===== src/cache_pkg.sv =====
package cache_pkg;

    // cache geometry
    localparam int cache_bytes    = 8192;
    localparam int line_bits      = 128;
    localparam int words_per_line = line_bits / 32;
    localparam int num_lines      = cache_bytes * 8 / line_bits;
    localparam int index_bits     = $clog2(num_lines);
    localparam int word_off_bits  = $clog2(words_per_line);
    // two byte bits below the word offset
    localparam int tag_bits       = 32 - index_bits - word_off_bits - 2;

    typedef logic [31:0]            addr_t;
    typedef logic [31:0]            word_t;
    // word 0 in the low bits
    typedef logic [line_bits-1:0]   line_t;
    typedef logic [tag_bits-1:0]    tag_t;
    typedef logic [index_bits-1:0]  index_t;
    typedef logic [word_off_bits-1:0] word_off_t;

    // ahb transfer types
    typedef enum logic [1:0] {
        idle   = 2'b00,
        busy   = 2'b01,
        nonseq = 2'b10,
        seq    = 2'b11
    } htrans_t;

    // the short ahb burst codes
    typedef enum logic [2:0] {
        single = 3'b000,
        incr   = 3'b001,
        wrap4  = 3'b010,
        incr4  = 3'b011
    } hburst_t;

endpackage

===== src/ahb_read_port.sv =====
module ahb_read_port (
    input  logic              upstream_intf,
    input  logic              reset,
    input  cache_pkg::addr_t  haddr,
    input  cache_pkg::htrans_t htrans,
    output logic              hready,
    output cache_pkg::word_t  hrdata,
    output logic              req_valid,
    output cache_pkg::addr_t  req_addr,
    input  logic              rsp_ready,
    input  cache_pkg::word_t  rsp_data
);
    import cache_pkg::*;

    logic addr_phase;

    // only nonseq and seq carry a transfer
    assign addr_phase = (htrans == nonseq) || (htrans == seq);

    // free outside a data phase, else wait on the controller
    assign hready = !req_valid || rsp_ready;
    assign hrdata = rsp_data;

    always_ff @(posedge upstream_intf) begin
        if (reset) begin
            req_valid <= 1'b0;
        end else if (hready) begin
            // a completing data phase may overlap the next address phase
            req_valid <= addr_phase;
        end
    end

    always_ff @(posedge upstream_intf) begin
        if (hready && addr_phase) begin
            req_addr <= haddr;
        end
    end

    // a completing data phase carries a known word
    a_hrdata_known: assert property (
        @(posedge upstream_intf) disable iff (reset)
        (req_valid && hready) |-> !$isunknown(hrdata)
    );

endmodule


===== config.mk =====
export PLATFORM = sky130hd
export DESIGN_NAME = ahb_read_port
export DESIGN_NICKNAME = d
export VERILOG_FILES = /design/src/cache_pkg.sv /design/src/ahb_read_port.sv
export SDC_FILE = /design/constraint.sdc
export NUM_CORES = 1
export LEC_CHECK = 0
export BUFFER_PORTS_ARGS = -buffer_cell sky130_fd_sc_hd__buf_2
export CAP_MARGIN = 20
export CELL_PAD_IN_SITES_DETAIL_PLACEMENT = 0
export CELL_PAD_IN_SITES_GLOBAL_PLACEMENT = 2
export CORE_MARGIN = 2
export CORE_UTILIZATION = 20
export CTS_CLUSTER_SIZE = 12
export DETAILED_ROUTE_END_ITERATION = 10
export PLACE_DENSITY_LB_ADDON = 0.05
export SETUP_SLACK_MARGIN = 0.5
export SLEW_MARGIN = 25
export SYNTH_ARGS = -nofsm -noshare
export SYNTH_HDL_FRONTEND = slang
export SYNTH_SLANG_ARGS = --single-unit

===== constraint.sdc =====
create_clock -name upstream_intf -period 3.08 [get_ports upstream_intf]
set_input_delay 0 -clock upstream_intf [delete_from_list [all_inputs] [get_ports upstream_intf]]
set_output_delay 0 -clock upstream_intf [all_outputs]
set_load 0.05 [all_outputs]

==> results.py <==
metrics = {
    "job": {
        "maxCapViolations": 0,
    },
    "layout": {
        "finalNetCount": 216,
        "antenna_cells": 0,
        "multi_input_area_sq_um": 31.3,
        "n_fill_cell": 623,
        "layout.cells.non_filler": 223,
        "drive_gt1_share_pct": 53.4,
        "area_growth_pct": 49.5,
        "layout_common_cells": "69 x buf_2, 34 x dlygate4sd3_1, 32 x edfxtp_1",
        "final_common_cell": "buf_2",
        "regArea_sq_um": 981,
    },
    "clock_network": {
        "cts_root_buffer": "clkbuf_8",
        "cts.path.max_buffers": 2,
        "cts-resized-gates": 0,
        "clk_latency_ns": 0.28,
        "cts.reportedPaths.clkPinSlew_ns": 0.07,
        "cts_sinks": 33,
        "cts_buffers": 5,
        "tritoncts": "yes",
        "cts_max_level": 2,
    },
    "route": {
        "firstDrtPassIters": 2,
        "finalWirelength_um": 2640,
        "wire_per_inst_um": 11.8,
        "vias": 802,
        "drtIter0Drc": 8,
        "antenna_left": 0,
        "drcViolationCount": 0,
        "via_per_inst": 3.60,
    },
    "timing": {
        "final.setup_skew_ns": 0.00182,
        "setup_viol": 0,
        "tightestPinTransition_ns": 0.435,
        "slew_headroom_pct": 71.0,
        "fmaxAchievable_mhz": 829,
        "fin_crit_ns": 1.21,
        "hold_ws_ns": 0.0000172,
        "hold_viol": 0,
        "slew_violations": 0,
        "rsz0062_at_grt": "false",
        "tns_ns": 0,
        "period_share_pct": 39.1,
    },
    "grt": {
        "overflow": 0,
        "globalRoute.busiestLayer": "met2",
        "use_met1_pct": 8.65,
        "antenna_found_initial": 0,
        "grt_use_met2_pct": 12.2,
        "grt_pass1_vias": 869,
        "grt_pass1_wl_um": 4170,
        "grt_usage_pct": 7.85,
        "grt_max_degree": 33,
        "globalRouteMet3Util_pct": 3.78,
    },
    "critical_path": {
        "r2r_slack_ns": 1.87,
        "worstPathArrival_ns": 1.14,
        "reg2reg_to": "req_addr[0]",
        "endpoint_kind": "register",
        "cp.required_ns": 3.01,
        "critPathKind": "register to register",
        "r2r_cells": 2,
        "path_cells": "nand2b_4 > and2_4",
        "cp-start-kind": "register",
        "max_stage_delay_ns": 0.42,
        "rr_startpoint": "req_valid",
        "cp_slowest_cell": "and2_4",
        "cp_max_fo": 32,
    },
    "floorplan": {
        "chipHeight_um": 83.3,
        "boundaryPins": 135,
        "start_util_pct": 21.0,
        "fp.coreArea_sq_um": 5990,
        "die_w_um": 83.3,
        "design.die.area_sq_um": 6930,
        "fp-row-count": 28,
    },
    "synthesis": {
        "yosysSeqAreaShare_pct": 78.1,
        "syn_area_per_cell_sq_um": 18.2,
        "synth_nets": 138,
        "synth-seq-cells": 33,
        "syn_area_sq_um": 1260,
        "yosysWarnings": 0,
        "syn_inst": 69,
        "synth.distinct_cells": 7,
    },
    "placed_design": {
        "place_congestion": 0.714,
        "port_buffers": 69,
        "dp.cells": 181,
        "dp_hpwl_um": 1810,
    },
    "power_and_ir_drop": {
        "cellLeakagePower_nw": 0.796,
        "ir_drop_v": 0.000186,
        "power_density_nw_per_um2": 547,
    },
    "worst_hold_path": {
        "min_from": "rsp_data[7]",
        "min_to": "hrdata[7]",
        "hold_depth": 0,
        "min_path_type": "input port to output port",
    },
    "outcome": {
        "status": "completed",
    },
}
cell type report:
cell class | count | area share [%]
clock buffer | 6 | 3.86
clock inverter | 2 | 0.533
inverter | 1 | 0.200
multi-input combinational | 3 | 1.67
sequential | 33 | 52.2
tap | 75 | 5.00
timing repair buffer | 103 | 36.5
routing by layer:
| layer | share of wire (%) | vias to the layer above |
|---|---|---|
| met1 | 43 | 371 |
| met5 | 0 | - |
| met3 | 11 | 8 |
| met4 | 2.5 | 0 |
| met2 | 43 | 61 |
| li1 | - | 362 |
synthesized netlist by cell type:
| library cell | count | area share, % |
|---|---|---|
| dfxtp_1 | 1 | 1.6 |
| edfxtp_1 | 32 | 76 |
| a21oi_2 | 1 | 0.70 |
| and2_4 | 1 | 0.70 |
| inv_1 | 1 | 0.30 |
| nand2b_4 | 1 | 1.1 |
| buf_4 | 32 | 19 |
cells by family after synthesis:
logic type      after synthesis  share of synthesized area (%)
buf+inv                      33                           19.4
flops                        33                           78.1
simple gates                  2                           1.79
compound gates                1                          0.697
worst max-delay path, delay by kind of cell, from the launching register on:
family           cells  cell delay, ns
DFF                  1            0.34
and+or+nand+nor      2            0.50
flip-flops by register name, indices dropped and copies added, names as in the netlist:
name / cells
req_valid: 1
req_addr: 32
power by group:
part	total, mW	switching [mW]	leakage, nW	internal, mW
combinational	0.186	0.123	0.433	0.0629
sequential	0.529	0.00590	0.318	0.523
clock	0.311	0.155	0.0450	0.157
total	1.03	0.284	0.796	0.743
worst max path at each step:
stage,from,endpoint,cells after the start
floorplan,req_valid,req_addr[0],2
global placement,req_valid,req_addr[13],2
detailed placement,req_valid,req_addr[25],2
CTS,req_valid,req_addr[28],2
global route,req_valid,req_addr[4],2
finish,req_valid,req_addr[0],2
metrics by stage:
step / power (mW) / instance area [sq um] / worst slack, ns / utilization [%]
final: 1.03 / 1880 / 1.87 / 31.3
after detailed placement: 0.694 / 1460 / 1.85 / 24.3
after global routing: 1.07 / 1880 / 1.80 / 31.3
after CTS: 1.05 / 1880 / 1.84 / 31.3
after global placement: 0.692 / 1460 / 1.87 / 24.3
after floorplan: 0.756 / 1260 / 1.60 / -
timing repair:
action	4_1_cts	5_1_grt
hold buffers	34	0
setup endpoints to repair	0	0
hold endpoints to repair	33	0
buffers inserted	0	0
No activity file was read; power rests on OpenSTA's default activity.
