--- src/cache_pkg.sv ---
package cache_pkg;

    // cache geometry
    localparam int cache_bytes    = 8192;
    localparam int line_bits      = 128;
    localparam int words_per_line = line_bits / 32;
    localparam int num_lines      = cache_bytes * 8 / line_bits;
    localparam int index_bits     = $clog2(num_lines);
    localparam int word_off_bits  = $clog2(words_per_line);
    // two byte bits below the word offset
    localparam int tag_bits       = 32 - index_bits - word_off_bits - 2;

    typedef logic [31:0]            addr_t;
    typedef logic [31:0]            word_t;
    // word 0 in the low bits
    typedef logic [line_bits-1:0]   line_t;
    typedef logic [tag_bits-1:0]    tag_t;
    typedef logic [index_bits-1:0]  index_t;
    typedef logic [word_off_bits-1:0] word_off_t;

    // ahb transfer types
    typedef enum logic [1:0] {
        idle   = 2'b00,
        busy   = 2'b01,
        nonseq = 2'b10,
        seq    = 2'b11
    } htrans_t;

    // the short ahb burst codes
    typedef enum logic [2:0] {
        single = 3'b000,
        incr   = 3'b001,
        wrap4  = 3'b010,
        incr4  = 3'b011
    } hburst_t;

endpackage
--- src/cache_ifs.sv ---


// line fill request and completion
interface fill_if;
    import cache_pkg::*;

    logic  fill_start;
    addr_t fill_addr;
    logic  fill_done;
    line_t fill_line;

    modport ctrl (
        output fill_start,
        output fill_addr,
        input  fill_done,
        input  fill_line
    );

    modport master (
        input  fill_start,
        input  fill_addr,
        output fill_done,
        output fill_line
    );
endinterface

--- src/line_fill_master.sv ---
module line_fill_master (
    input  logic               upstream_intf,
    input  logic               reset,
    fill_if.master             fill,
    output cache_pkg::addr_t   m_haddr,
    output cache_pkg::htrans_t m_htrans,
    output logic               m_hwrite,
    output cache_pkg::hburst_t m_hburst,
    output cache_pkg::word_t   m_hwdata,
    input  logic               m_hready,
    input  cache_pkg::word_t   m_hrdata
);
    import cache_pkg::*;

    localparam int base_bits = 32 - word_off_bits - 2;

    // address phase state
    logic                 a_active;
    word_off_t            a_cnt;
    word_off_t            a_off;
    logic [base_bits-1:0] line_base;

    // data phase state, one beat behind
    logic      d_active;
    logic      d_last;
    word_off_t d_off;

    line_t line_buf;
    logic  done_q;

    assign m_htrans = !a_active ? idle : (a_cnt == '0) ? nonseq : seq;
    assign m_hburst = a_active ? wrap4 : single;
    assign m_haddr  = {line_base, a_off, 2'b00};
    assign m_hwrite = 1'b0;
    assign m_hwdata = '0;

    assign fill.fill_done = done_q;
    assign fill.fill_line = line_buf;

    always_ff @(posedge upstream_intf) begin
        if (reset) begin
            a_active <= 1'b0;
            a_cnt    <= '0;
            d_active <= 1'b0;
            d_last   <= 1'b0;
            done_q   <= 1'b0;
        end else begin
            done_q <= d_active && d_last && m_hready;
            if (m_hready) begin
                d_active <= a_active;
                d_last   <= a_active && (a_cnt == word_off_t'(words_per_line - 1));
            end
            if (fill.fill_start) begin
                a_active <= 1'b1;
                a_cnt    <= '0;
            end else if (a_active && m_hready) begin
                a_cnt <= a_cnt + 1'b1;
                if (a_cnt == word_off_t'(words_per_line - 1)) begin
                    a_active <= 1'b0;
                end
            end
        end
    end

    // offset wraps inside the 16 byte line on its own
    always_ff @(posedge upstream_intf) begin
        if (fill.fill_start) begin
            line_base <= fill.fill_addr[31 -: base_bits];
            a_off     <= fill.fill_addr[2 +: word_off_bits];
        end else if (a_active && m_hready) begin
            a_off <= a_off + 1'b1;
        end
        if (m_hready) begin
            d_off <= a_off;
        end
        if (d_active && m_hready) begin
            line_buf[{d_off, 5'b00000} +: 32] <= m_hrdata;
        end
    end

    a_hold_on_wait: assert property (
        @(posedge upstream_intf) disable iff (reset)
        (m_htrans != idle && !m_hready) |=> ($stable(m_haddr) && $stable(m_htrans))
    );

endmodule

--- src/flat_wrapper.sv ---
// flat-port wrapper written by rule: the top's interface ports become plain ports
module line_fill_master_flat import cache_pkg::*;
  (upstream_intf, reset, m_haddr, m_htrans, m_hwrite, m_hburst, m_hwdata, m_hready, m_hrdata, fill_fill_start, fill_fill_addr, fill_fill_done, fill_fill_line);
  fill_if fill_i ();
  input  logic upstream_intf;
  input  logic reset;
  output cache_pkg::addr_t m_haddr;
  output cache_pkg::htrans_t m_htrans;
  output logic m_hwrite;
  output cache_pkg::hburst_t m_hburst;
  output cache_pkg::word_t m_hwdata;
  input  logic m_hready;
  input  cache_pkg::word_t m_hrdata;
  input wire logic [$bits(fill_i.fill_start)-1:0] fill_fill_start;
  input wire logic [$bits(fill_i.fill_addr)-1:0] fill_fill_addr;
  output wire logic [$bits(fill_i.fill_done)-1:0] fill_fill_done;
  output wire logic [$bits(fill_i.fill_line)-1:0] fill_fill_line;
  assign fill_i.fill_start = fill_fill_start;
  assign fill_i.fill_addr = fill_fill_addr;
  assign fill_fill_done = fill_i.fill_done;
  assign fill_fill_line = fill_i.fill_line;
  line_fill_master u_core (.upstream_intf(upstream_intf), .reset(reset), .fill(fill_i), .m_haddr(m_haddr), .m_htrans(m_htrans), .m_hwrite(m_hwrite), .m_hburst(m_hburst), .m_hwdata(m_hwdata), .m_hready(m_hready), .m_hrdata(m_hrdata));
endmodule
--- config.mk ---
export PLATFORM = sky130hd
export DESIGN_NAME = line_fill_master_flat
export DESIGN_NICKNAME = d
export VERILOG_FILES = /design/src/cache_pkg.sv /design/src/cache_ifs.sv /design/src/line_fill_master.sv /design/src/flat_wrapper.sv
export SDC_FILE = /design/constraint.sdc
export NUM_CORES = 1
export LEC_CHECK = 0
export BUFFER_PORTS_ARGS = -buffer_cell sky130_fd_sc_hd__clkbuf_2
export CAP_MARGIN = 20
export CORE_MARGIN = 4
export CORE_UTILIZATION = 43
export DETAILED_ROUTE_END_ITERATION = 10
export PLACE_DENSITY = 0.8
export SYNTH_ARGS = -nofsm -noshare
export SYNTH_HDL_FRONTEND = slang
export SYNTH_SLANG_ARGS = --single-unit
export TNS_END_PERCENT = 10
--- constraint.sdc ---
create_clock -name upstream_intf -period 1.79 [get_ports upstream_intf]
set_input_delay 0.2685 -clock upstream_intf [delete_from_list [all_inputs] [get_ports upstream_intf]]
set_output_delay 0.2685 -clock upstream_intf [all_outputs]
set_load 0.02 [all_outputs]
==> metrics.md <==
| Metric | Value |
|---|---|
| Outcome | `finished clean` |
| CTS tree | `built` |
| Flop pwr share | `50.0%` |
| Fin crit period | `1770 ps` |
| N_diodes | `0` |
| Nets@finish | `713` |
| CP Class | `reg -> reg` |
| P&R area growth vs syn | `30.1%` |
| Rows | `44` |
| Switching share of power | `23.6%` |
| Synth Register Bits | `166` |
| DP Area | `7740 um^2` |
| MaxCap Viol Count | `0` |
| Crit-path max FO | `16` |
| Fill cells | `1142` |
| DR top layer | `met4` |
| Routed WL per cell | `18.1 um` |
| Via-to-Cell Ratio | `4.72` |
| Setup crit end kind | `flip-flop` |
| I/O pin count | `267` |
| Seq/Total Area, Yosys | `76.2%` |
| Grt ovf | `0` |
| Slowest stage cell, crit path | `and4bb_4` |
| H-tree depth | `4` |
| Final setup fails | `0` |
| DR iter-0 viols | `260` |
| Syn_area_per_cell | `16.5 um^2` |
| Yosys cell types | `32` |
| Delay-heaviest family, CP | `simple AND/OR/NAND/NOR gates` |
| Die width | `131 um` |
| Critical Path Start Type | `flip-flop` |
| Die footprint | `17000 um^2` |
| Final hold violations | `0` |
| Die Height | `131 um` |
| IO buf count | `227` |
| Logic pwr share | `8.0%` |
| Mapped cell area | `6460 um^2` |
| DP Cell Count | `799` |
| Post-Layout Cell Count | `835` |
| Yosys top cell area share | `74.4%` |
| Commonest non-fill, non-tap cell in the layout | `clkbuf_2` |
| Post-layout util | `57.4%` |
| Routed length on met3 | `1650 um` |
| First-pass GRT wire length | `21400 um` |
| Vias post-DR | `3938` |
| Initial antenna violation count | `0` |
| RSZ-0062 raised after global routing | `yes` |
| Setup Skew | `5.85 ps` |
| Routed wire length | `15200 um` |
| Max Freq | `564 MHz` |
| Final std cell area, no fill | `8400 um^2` |
| DRC viols | `0` |
| Largest net degree at the start of global routing | `33` |
| Ys Warns | `0` |
| Leading post-synthesis cells by cell area | `edfxtp_1 (74%), and2_1 (11%), buf_4 (4.5%)` |
| Hold Slack | `27.1 ps` |
| Worst path cell trace | `inv_2, ha_1, buf_4, and4bb_4, and2_1` |
| Leakage | `3.41 nW` |
| Antenna Violating Nets Remaining | `0` |
| Period utilisation layout | `99.0%` |
| Share of cells above drive strength 1 | `47.2%` |
| CP Buf/Inv Count | `2` |
| WL met1 | `5700 um` |
| Tightest Hold Check Type | `in -> reg` |
| GRT Util Overall | `16.9%` |
| Clock slew at reported path FFs | `70 ps` |
| Starting density of the core | `44.1%` |
| CP arrival | `2060 ps` |
| Setup WS post-layout | `17.2 ps` |
| Crit path largest cell delay | `530 ps` |
| Max_slew headroom | `61.1%` |
| Worst Max-Slew Pin Slew | `584 ps` |
| DP Worst Slack | `-328 ps` |
| Gpl congestion | `0.737` |
| Switching power | `2.07 mW` |
| Syn Inst Count | `391` |
| Maximum resistive drop on vdd | `0.000573 V` |
| Num Clock Sinks | `166` |
| Total Neg Setup Slack | `0 ps` |
| Commonest non-fill, non-tap cells in the layout | `clkbuf_2 (227), edfxtp_1 (160), and2_1 (112)` |
| Met2 WL post-DR | `7640 um` |
| Final HPWL from detailed placement | `10500 um` |
| Tot Pwr | `8.80 mW` |
| PD cells | `1050 nW/um^2` |
| Yosys top cell by area | `edfxtp_1` |
| Drt pass-1 iters | `4` |
| Worst path required time | `2080 ps` |
| Clock Root Buffer | `clkbuf_16` |
| Slew Viols, Final | `0` |
| Vias in the first global route | `4058` |
| Pint | `6.72 mW` |
| Core ar. | `14600 um^2` |
| Clock buffer depth | `2` |
| Part of the power in the clock network | `42.0%` |
| Clock Latency Late Sink | `420 ps` |
| Total CTS buffers | `17` |
[kinds of logic after synthesis]
family,synth area share (%)
xor gates and xnor gates,0.136
buffers and inverters,5.66
adders and majority gates,1.36
and+or+nand+nor,15.3
DFF,76.2
other,0.0581
muxes,0.155
AOI/OAI and AO/OA,1.08
[path summary, 6_finish.rpt]
path / from / to / slack, ps / cells past startpoint
worst max-delay path: u_core.d_off[0] / u_core.fill.fill_line[25] / 20 / 5
worst min-delay path: fill_fill_addr[16] / u_core.line_base[12] / 30 / 1
worst max register to register: u_core.d_off[0] / u_core.fill.fill_line[25] / 20 / 5
worst min register to register: u_core.d_last / u_core.d_last / 470 / 2
[state kept, by name, summed over array words and instances, names as in the netlist]
register,flops
u_core.a_cnt,2
u_core.a_active,1
u_core.d_active,1
u_core.fill.fill_done,1
u_core.fill.fill_line,128
u_core.d_last,1
u_core.line_base,28
u_core.a_off,2
u_core.d_off,2
[metal layers]
metal / global-route usage, % / vias to the layer above
met4: 5.63 / 0
met3: 5.33 / 12
met5: 0 / -
met1: 19.7 / 1875
li1: - / 1804
met2: 29.5 / 247
[power by group through the flow]
| stage | Sequential (mW) | Combinational (mW) | Clock [mW] |
|---|---|---|---|
| global placement | 4.48 | 0.659 | 0 |
| detailed placement | 4.48 | 0.682 | 0 |
| floorplan | 4.59 | 0.339 | 0 |
| CTS | 4.40 | 0.695 | 3.75 |
| finish | 4.40 | 0.706 | 3.70 |
| global route | 4.40 | 0.768 | 3.94 |
[repair_timing]
action | 4_1_cts | 5_1_grt
gates cloned | 0 | 1
hold buffers | 0 | 1
pin swaps | 0 | 1
setup buffers | 2 | 0
hold endpoints to repair | 0 | 1
setup endpoints to repair | 168 | 65
gates resized for setup | 4 | 5
[cell type report]
class | instances | area [um^2] | share of cell area (%)
clock buffers | 17 | 425 | 5.06
clock inverters | 15 | 183 | 2.17
inverters | 4 | 15.0 | 0.179
multi-input cells | 206 | 1340 | 16.0
flip-flops and latches | 166 | 4920 | 58.6
well taps | 184 | 230 | 2.74
repair buffers | 243 | 1280 | 15.3
[worst reg2reg max path: cells and delay by family, from the launching register on]
| kind | cells | cell delay (ps) |
|---|---|---|
| buffers and inverters | 2 | 280 |
| DFF | 1 | 400 |
| adders and majority gates | 1 | 260 |
| and+or+nand+nor | 2 | 710 |
[cells in the mapped netlist (all sizes together)]
master and n:
conb 1, nor3b 1, nand3b 1, nand3 2
nor2 2, and4bb 1, and2 112, xnor2 1
a21bo 2, and2b 1, nand2 2, and3 20
mux2i 1, a21oi 3, or2 1, a21boi 1
inv 4, and3b 1, nor2b 2, a21o 1
and4b 1, buf 39, o21ba 1, edfxtp 160
dfxtp 6, nor4b 1, clkbuf 13, nand2b 1
o21ai 2, ha 7
(Power assumes the default switching activity.)
