## src/cache_pkg.sv

```systemverilog
package cache_pkg;

    // cache geometry
    localparam int cache_bytes    = 8192;
    localparam int line_bits      = 128;
    localparam int words_per_line = line_bits / 32;
    localparam int num_lines      = cache_bytes * 8 / line_bits;
    localparam int index_bits     = $clog2(num_lines);
    localparam int word_off_bits  = $clog2(words_per_line);
    // two byte bits below the word offset
    localparam int tag_bits       = 32 - index_bits - word_off_bits - 2;

    typedef logic [31:0]            addr_t;
    typedef logic [31:0]            word_t;
    // word 0 in the low bits
    typedef logic [line_bits-1:0]   line_t;
    typedef logic [tag_bits-1:0]    tag_t;
    typedef logic [index_bits-1:0]  index_t;
    typedef logic [word_off_bits-1:0] word_off_t;

    // ahb transfer types
    typedef enum logic [1:0] {
        idle   = 2'b00,
        busy   = 2'b01,
        nonseq = 2'b10,
        seq    = 2'b11
    } htrans_t;

    // the short ahb burst codes
    typedef enum logic [2:0] {
        single = 3'b000,
        incr   = 3'b001,
        wrap4  = 3'b010,
        incr4  = 3'b011
    } hburst_t;

endpackage
```

## src/cache_ifs.sv

```systemverilog
// tag lookup and line write between controller and store
interface lookup_if;
    import cache_pkg::*;

    index_t index;
    tag_t   tag;
    logic   wr_en;
    line_t  wr_line;
    logic   hit;
    line_t  rd_line;

    modport ctrl (
        output index,
        output tag,
        output wr_en,
        output wr_line,
        input  hit,
        input  rd_line
    );

    modport store (
        input  index,
        input  tag,
        input  wr_en,
        input  wr_line,
        output hit,
        output rd_line
    );
endinterface

// line fill request and completion
interface fill_if;
    import cache_pkg::*;

    logic  fill_start;
    addr_t fill_addr;
    logic  fill_done;
    line_t fill_line;

    modport ctrl (
        output fill_start,
        output fill_addr,
        input  fill_done,
        input  fill_line
    );

    modport master (
        input  fill_start,
        input  fill_addr,
        output fill_done,
        output fill_line
    );
endinterface

```

## src/miss_ctrl.sv

```systemverilog
module miss_ctrl (
    input  logic             upstream_intf,
    input  logic             reset,
    input  logic             req_valid,
    input  cache_pkg::addr_t req_addr,
    output logic             rsp_ready,
    output cache_pkg::word_t rsp_data,
    lookup_if.ctrl           lookup,
    fill_if.ctrl             fill
);
    import cache_pkg::*;

    localparam int off_lsb   = 2;
    localparam int index_lsb = off_lsb + word_off_bits;
    localparam int tag_lsb   = index_lsb + index_bits;

    word_off_t word_off;
    logic      fill_busy;

    // address split
    assign lookup.tag   = req_addr[tag_lsb +: tag_bits];
    assign lookup.index = req_addr[index_lsb +: index_bits];
    assign word_off     = req_addr[off_lsb +: word_off_bits];

    // the returned word always comes out of the store
    assign rsp_data  = lookup.rd_line[{word_off, 5'b00000} +: 32];
    assign rsp_ready = req_valid && lookup.hit && !fill_busy;

    // one request per miss, the address stays put while stalled
    assign fill.fill_start = req_valid && !lookup.hit && !fill_busy;
    assign fill.fill_addr  = req_addr;

    // filled line goes in as it arrives, hit follows a cycle later
    assign lookup.wr_en   = fill.fill_done && fill_busy;
    assign lookup.wr_line = fill.fill_line;

    always_ff @(posedge upstream_intf) begin
        if (reset) begin
            fill_busy <= 1'b0;
        end else if (fill.fill_start) begin
            fill_busy <= 1'b1;
        end else if (fill.fill_done) begin
            fill_busy <= 1'b0;
        end
    end

    // the master never finishes in the cycle a new fill starts
    a_no_start_when_busy: assert property (
        @(posedge upstream_intf) disable iff (reset)
        fill.fill_start |-> !fill.fill_done
    );

    // every fill_done belongs to a pending fill so its line gets written
    a_wr_with_done: assert property (
        @(posedge upstream_intf) disable iff (reset)
        fill.fill_done |-> fill_busy
    );

endmodule

```

## src/flat_wrapper.sv

```systemverilog
// flat-port wrapper written by rule: the top's interface ports become plain ports
module miss_ctrl_flat import cache_pkg::*;
  (upstream_intf, reset, req_valid, req_addr, rsp_ready, rsp_data, lookup_index, lookup_tag, lookup_wr_en, lookup_wr_line, lookup_hit, lookup_rd_line, fill_fill_start, fill_fill_addr, fill_fill_done, fill_fill_line);
  lookup_if lookup_i ();
  fill_if fill_i ();
  input  logic upstream_intf;
  input  logic reset;
  input  logic req_valid;
  input  cache_pkg::addr_t req_addr;
  output logic rsp_ready;
  output cache_pkg::word_t rsp_data;
  output wire logic [$bits(lookup_i.index)-1:0] lookup_index;
  output wire logic [$bits(lookup_i.tag)-1:0] lookup_tag;
  output wire logic [$bits(lookup_i.wr_en)-1:0] lookup_wr_en;
  output wire logic [$bits(lookup_i.wr_line)-1:0] lookup_wr_line;
  input wire logic [$bits(lookup_i.hit)-1:0] lookup_hit;
  input wire logic [$bits(lookup_i.rd_line)-1:0] lookup_rd_line;
  output wire logic [$bits(fill_i.fill_start)-1:0] fill_fill_start;
  output wire logic [$bits(fill_i.fill_addr)-1:0] fill_fill_addr;
  input wire logic [$bits(fill_i.fill_done)-1:0] fill_fill_done;
  input wire logic [$bits(fill_i.fill_line)-1:0] fill_fill_line;
  assign lookup_index = lookup_i.index;
  assign lookup_tag = lookup_i.tag;
  assign lookup_wr_en = lookup_i.wr_en;
  assign lookup_wr_line = lookup_i.wr_line;
  assign lookup_i.hit = lookup_hit;
  assign lookup_i.rd_line = lookup_rd_line;
  assign fill_fill_start = fill_i.fill_start;
  assign fill_fill_addr = fill_i.fill_addr;
  assign fill_i.fill_done = fill_fill_done;
  assign fill_i.fill_line = fill_fill_line;
  miss_ctrl u_core (.upstream_intf(upstream_intf), .reset(reset), .req_valid(req_valid), .req_addr(req_addr), .rsp_ready(rsp_ready), .rsp_data(rsp_data), .lookup(lookup_i), .fill(fill_i));
endmodule
```

## config.mk

```make
export PLATFORM = sky130hd
export DESIGN_NAME = miss_ctrl_flat
export DESIGN_NICKNAME = d
export VERILOG_FILES = /design/src/cache_pkg.sv /design/src/cache_ifs.sv /design/src/miss_ctrl.sv /design/src/flat_wrapper.sv
export SDC_FILE = /design/constraint.sdc
export NUM_CORES = 1
export LEC_CHECK = 0
export ABC_AREA = 1
export BUFFER_PORTS_ARGS = -buffer_cell sky130_fd_sc_hd__buf_4
export CORE_AREA = 2 2 200 202
export DETAILED_ROUTE_END_ITERATION = 7
export DIE_AREA = 0 0 202 204
export RECOVER_POWER = 100
export SLEW_MARGIN = 20
export SYNTH_ARGS = -nofsm -noshare
export SYNTH_HDL_FRONTEND = slang
export SYNTH_SLANG_ARGS = --single-unit
```

## constraint.sdc

```tcl
create_clock -name upstream_intf -period 0.8 [get_ports upstream_intf]
set_input_delay 0 -clock upstream_intf [delete_from_list [all_inputs] [get_ports upstream_intf]]
set_output_delay 0 -clock upstream_intf [all_outputs]
set_load 0.05 [all_outputs]
```

==> results of run 1 <==
power by group through the flow:
stage	Combinational, W	Clock (W)	Sequential (W)
global placement	0.00225	0	0.0000579
detailed placement	0.00228	0	0.0000580
finish	0.00328	0.000000000167	0.0000583
floorplan	0.00374	0	0.0000572
global route	0.00348	0.000000000167	0.0000586
CTS	0.00301	0	0.0000581
what timing repair did:
action,in CTS,in global routing
setup buffers,6,0
cloned,13,4
pin swaps,37,37
endpoints found under the setup margin,32,32
gates resized for setup,148,106
endpoints found under the hold margin,0,0
hold buffers,0,0
cells by family (layout without fill, tap and decap cells):
kind of cell	Yosys count	after routing	share of synthesized area (%)
other	0	1	0
buffers and inverters	342	339	68.1
DFF	1	1	0.659
and+or+nand+nor	230	230	31.1
AOI/OAI and AO/OA	1	1	0.165
cell type report:
type / count / area, sq um
timing repair buffer: 205 / 2270
multi-input combinational: 231 / 1560
fill: 4473 / 34200
tap: 525 / 657
inverter: 134 / 519
sequential: 1 / 20.0
antenna: 1 / 2.50
cells in the final DEF (no fill, tap or decap), drive strengths merged:
cell,n
buf,201
diode,1
nor2,2
clkinvlp,1
inv,133
clkbuf,4
nand3,64
dfxtp,1
nand2,164
a21oi,1
worst max path at each step:
stage                                 end  depth (start not counted)
final                        rsp_data[26]                          7
after global routing         rsp_data[26]                          7
after CTS                    rsp_data[27]                          7
after detailed placement      rsp_data[2]                          7
after global placement        rsp_data[2]                          7
after floorplan           fill_fill_start                          1
layer usage:
layer  up-vias  wire [um]
met5         -         27
met2       291       8470
li1       1452          -
met4         4       1260
met1      1400       5440
met3       114       2650
metrics by stage:
stage	total power (W)	TNS, ns
finish	0.00334	-1.01
CTS	0.00307	-1.08
global placement	0.00231	-2.96
global route	0.00354	-2.14
detailed placement	0.00234	-3.24
floorplan	0.00380	-0.350
critical path, cell delays in order:
cell and delay (ns):
buf_16 0.13, buf_16 0.16, buf_16 0.15, nand2_2 0.07, nand3_2 0.09, nand2_2 0.10, buf_8 0.14
==> results.json, run 1 <==
{
  "slew_headroom_pct": 85.8,
  "syn_avg_cell_area_sq_um": 5.29,
  "synth.cell_area_sq_um": 3040,
  "synth_area_leaders": "buf_4 47%, nand2_1 20%, inv_1 16%",
  "drt_iter0_markers": 153,
  "placed_area_sq_um": 3620,
  "viasPerCell": 2.97,
  "synthFlopType": "dfxtp_1",
  "grt-ovfl-total": 0,
  "critPathRequiredTime_ns": 0.80,
  "synth_sequential_area_ratio_pct": 0.659,
  "path_class": "in -> out",
  "setup_viol": 30,
  "r2r_start": "u_core.fill_busy$_SDFFE_PP0P_",
  "p_clk_share_pct": 0,
  "drv_cap": 0,
  "top_register": "u_core.fill_busy",
  "layout-drive-gt1-share_pct": 59.4,
  "grtUsageTotal_pct": 7.69,
  "combPwrFrac_pct": 98.3,
  "grtUsageMet3_pct": 3.92,
  "wirelength_mm": 17.8,
  "syn_nets": 867,
  "wire_per_inst_um": 16.3,
  "finalCriticalPeriod_ns": 0.875,
  "gp_congestion": 0.722,
  "vdd_drop_max_uv": 366,
  "ios": 516,
  "fmax_mhz": 1140,
  "antenna_left": 0,
  "insertion_delay_ns": 0,
  "layout.cells.non_filler": 1097,
  "reg2regPathDepth": 3,
  "power.density_nw_per_um2": 665,
  "num_vias": 3261,
  "die_h_um": 204,
  "violations": "negative setup slack",
  "hp-class": "in -> out",
  "critPathMaxFanout": 5,
  "grt_max_degree": 15,
  "drc": 0,
  "yosysMostFrequentCell": "buf_4",
  "worst_slew_pin_slew_ns": 0.213,
  "dp.cells": 1075,
  "cp.arrival_ns": 0.87,
  "hold_start": "fill_fill_line[100]",
  "leakagePower_nw": 2.79,
  "min_to": "lookup_wr_line[100]",
  "final.period_utilization_pct": 109,
  "setup.worst_path.start": "req_addr[2]",
  "start_kind": "input pin",
  "yosys_register_bits": 1,
  "rrSetupSlack_ns": 0.14,
  "met1_usage_pct": 7.59,
  "synth_common_cells": "192 x buf_4, 164 x nand2_1, 133 x inv_1, 64 x nand3_1, 9 x buf_2",
  "dieArea_sq_um": 41200,
  "top_regs": "u_core.fill_busy (1)",
  "final_area_sq_um": 5030,
  "cp-end-kind": "output port",
  "largest_register_ffs": 1,
  "rsz0062_at_grt": "true",
  "grt_use_met2_pct": 12.7,
  "async_flop_share_pct": 0,
  "setup_slack_ns": -0.0747,
  "fp.dieW_um": 202,
  "place_hpwl_mm": 11.8,
  "rows": 73,
  "grt_antenna_before_repair": 3,
  "finClkSkew_ns": 0,
  "ys_warn_count": 0,
  "p_switching_w": 0.00175,
  "start_util_pct": 7.75,
  "syn_to_final_growth_pct": 65.6,
  "synth_top_area_share_pct": 47.5,
  "whs_ns": 0.0000181,
  "intPower_w": 0.00159,
  "synth_largest_area_cell": "buf_4",
  "status": "complete, but fails checks",
  "synth_cells": 574,
  "pre_cts_slack_ns": -0.260,
  "slew_viol_final": 0,
  "port-buffer-count": 171,
  "fin_nets": 866,
  "hold_viol": 0,
  "yosys.cell_types.count": 10,
  "grt.busiest_layer": "met2",
  "seq_power_share_pct": 1.7,
  "grt_pass1_vias": 3272,
  "final_util_pct": 12.8,
  "core_area_sq_um": 39200,
  "hold_depth": 0,
  "r2r-end": "u_core.fill_busy$_SDFFE_PP0P_",
  "synth-edff-count": 0,
  "grt_pass1_wl_mm": 22.5,
  "p_sw_share_pct": 52.4,
  "first_pass_iters": 5
}
Note: power is estimated with default switching activity, not from simulation.
==> run 2, diff against run 1 <==
--- a/config.mk
+++ b/config.mk
@@ -6,7 +6,7 @@
 export NUM_CORES = 1
 export LEC_CHECK = 0
 export ABC_AREA = 1
-export BUFFER_PORTS_ARGS = -buffer_cell sky130_fd_sc_hd__buf_4
+export BUFFER_PORTS_ARGS = -buffer_cell sky130_fd_sc_hd__buf_2
 export CORE_AREA = 2 2 200 202
 export DETAILED_ROUTE_END_ITERATION = 7
 export DIE_AREA = 0 0 202 204
==> results.json, run 2 (synthesis gave the netlist of run 1 again) <==
{
  "status": "complete, but fails checks",
  "violations": "negative setup slack",
  "start_util_pct": 7.75,
  "largest_register_ffs": 1,
  "grt_max_degree": 38,
  "vdd_drop_max_uv": 464,
  "crit_top_cell": "buf_16",
  "hp-class": "in -> out",
  "drv_cap": 0,
  "drc": 0,
  "insertion_delay_ns": 0,
  "grt-ovfl-total": 0,
  "slowest_stage": "buf_16",
  "port-buffer-count": 171,
  "syn_to_final_growth_pct": 37.2,
  "viasPerCell": 2.83,
  "rsz0062_at_grt": "true",
  "final_cell_mix": "132 x inv_1, 132 x buf_2, 113 x nand2_1",
  "top_register": "u_core.fill_busy",
  "crit_chain": "buf_16, buf_16, nand2_1, nand3_1, nand2_2, buf_8",
  "layout-drive-gt1-share_pct": 51.2,
  "rows": 73,
  "intPower_w": 0.00121,
  "crit_path_max_incr_delay_ns": 0.16,
  "start_kind": "input pin",
  "placed_area_sq_um": 3170,
  "hold_viol": 0,
  "final_util_pct": 10.6,
  "fin_nets": 852,
  "wirelength_mm": 16.4,
  "cp.arrival_ns": 0.87,
  "antenna_cells": 0,
  "p_sw_share_pct": 57.3,
  "slew_viol_final": 0,
  "slew_headroom_pct": 81.5,
  "critPathMaxFanout": 19,
  "whs_ns": 0.0000181,
  "holdBufCountCts": 0,
  "setup_viol": 24,
  "gp_congestion": 0.773,
  "worst_slew_pin_slew_ns": 0.278,
  "antenna_left": 0,
  "die_h_um": 204,
  "layout.cells.non_filler": 1082,
  "hold_depth": 0,
  "setup_slack_ns": -0.0659,
  "wire_per_inst_um": 15.2,
  "combPwrFrac_pct": 97.9,
  "rrSetupSlack_ns": 0.13,
  "finClkSkew_ns": 0,
  "grtUsageTotal_pct": 7.18,
  "core_area_sq_um": 39200,
  "p_switching_w": 0.00162,
  "dp.cells": 1074,
  "top_regs": "u_core.fill_busy (1)",
  "grt_pass1_vias": 3083,
  "hold_start": "fill_fill_line[100]",
  "p_clk_share_pct": 0,
  "fp.dieW_um": 202,
  "final.period_utilization_pct": 108,
  "ios": 516,
  "cp-end-kind": "output port",
  "place_hpwl_mm": 11.2,
  "grt_pass1_wl_mm": 20.9,
  "r2r_start": "u_core.fill_busy$_SDFFE_PP0P_",
  "critPathRequiredTime_ns": 0.80,
  "min_to": "lookup_wr_line[100]",
  "grt_antenna_before_repair": 2,
  "reg2regPathDepth": 3,
  "path_class": "in -> out",
  "final_area_sq_um": 4170,
  "dieArea_sq_um": 41200,
  "leakagePower_nw": 2.38,
  "r2r-end": "u_core.fill_busy$_SDFFE_PP0P_",
  "finalCriticalPeriod_ns": 0.866,
  "fmax_mhz": 1150,
  "pre_cts_slack_ns": -0.338,
  "drt_iter0_markers": 105,
  "seq_power_share_pct": 2.1,
  "power.density_nw_per_um2": 679,
  "num_vias": 3066,
  "first_pass_iters": 4
}
run 2: cell types whose count changed in the layout (fill, tap and decap cells not counted), moves of 5 or more:
cell / change
clkbuf_2: +5
nand2_1: +34
nand2_2: -12
nand3_4: +7
buf_16: -8
nand2_4: -22
nand3_2: -13
nand3_1: +6
buf_4: -138
buf_2: +132
run 2: worst max path at each step:
stage | start | end | slack [ns] | cells past startpoint
detailed placement | req_addr[2] | rsp_data[5] | -0.34 | 7
finish | req_addr[2] | rsp_data[28] | -0.07 | 6
global route | req_addr[2] | rsp_data[24] | -0.09 | 8
CTS | req_addr[3] | rsp_data[18] | -0.07 | 7
floorplan | u_core.fill_busy$_SDFFE_PP0P_ | fill_fill_start | -0.17 | 1
global placement | req_addr[2] | rsp_data[5] | -0.35 | 7
run 2: stage by stage:
| step | power (W) | setup TNS (ns) |
|---|---|---|
| floorplan | 0.00380 | -0.350 |
| global placement | 0.00203 | -5.85 |
| detailed placement | 0.00203 | -5.69 |
| CTS | 0.00267 | -1.19 |
| global route | 0.00303 | -1.90 |
| finish | 0.00283 | -0.645 |
run 2: power by group through the flow:
stage	combinational, W	sequential, W	clock [W]
CTS	0.00262	0.0000583	0
floorplan	0.00374	0.0000572	0
finish	0.00277	0.0000583	0
detailed placement	0.00197	0.0000583	0
global route	0.00297	0.0000585	0
global placement	0.00197	0.0000583	0
run 2: critical path, delay by kind of cell:
family        cells  cell delay (ns)
buf+inv           3             0.44
simple gates      3             0.39
run 2: area by class of cell:
type / instances / area [sq um]
Inverter: 134 / 533
Sequential cell: 1 / 20.0
Timing Repair Buffer: 191 / 1570
Tap cell: 525 / 657
Fill cell: 4598 / 35000
Multi-Input combinational cell: 231 / 1390
run 2: routing by layer:
layer  global-route usage [%]  wire [um]  vias up
met5                        0          0        -
met4                     4.28       1070        0
met3                     3.70       2310       98
met2                     12.6       7710      267
met1                     6.67       5310     1285
li1                         -          -     1416
run 2: repair_timing:
item / CTS / global route
buffers inserted: 4 / 0
gates cloned: 6 / 1
setup endpoints to repair: 32 / 32
resized for setup: 149 / 70
pin swaps: 31 / 18
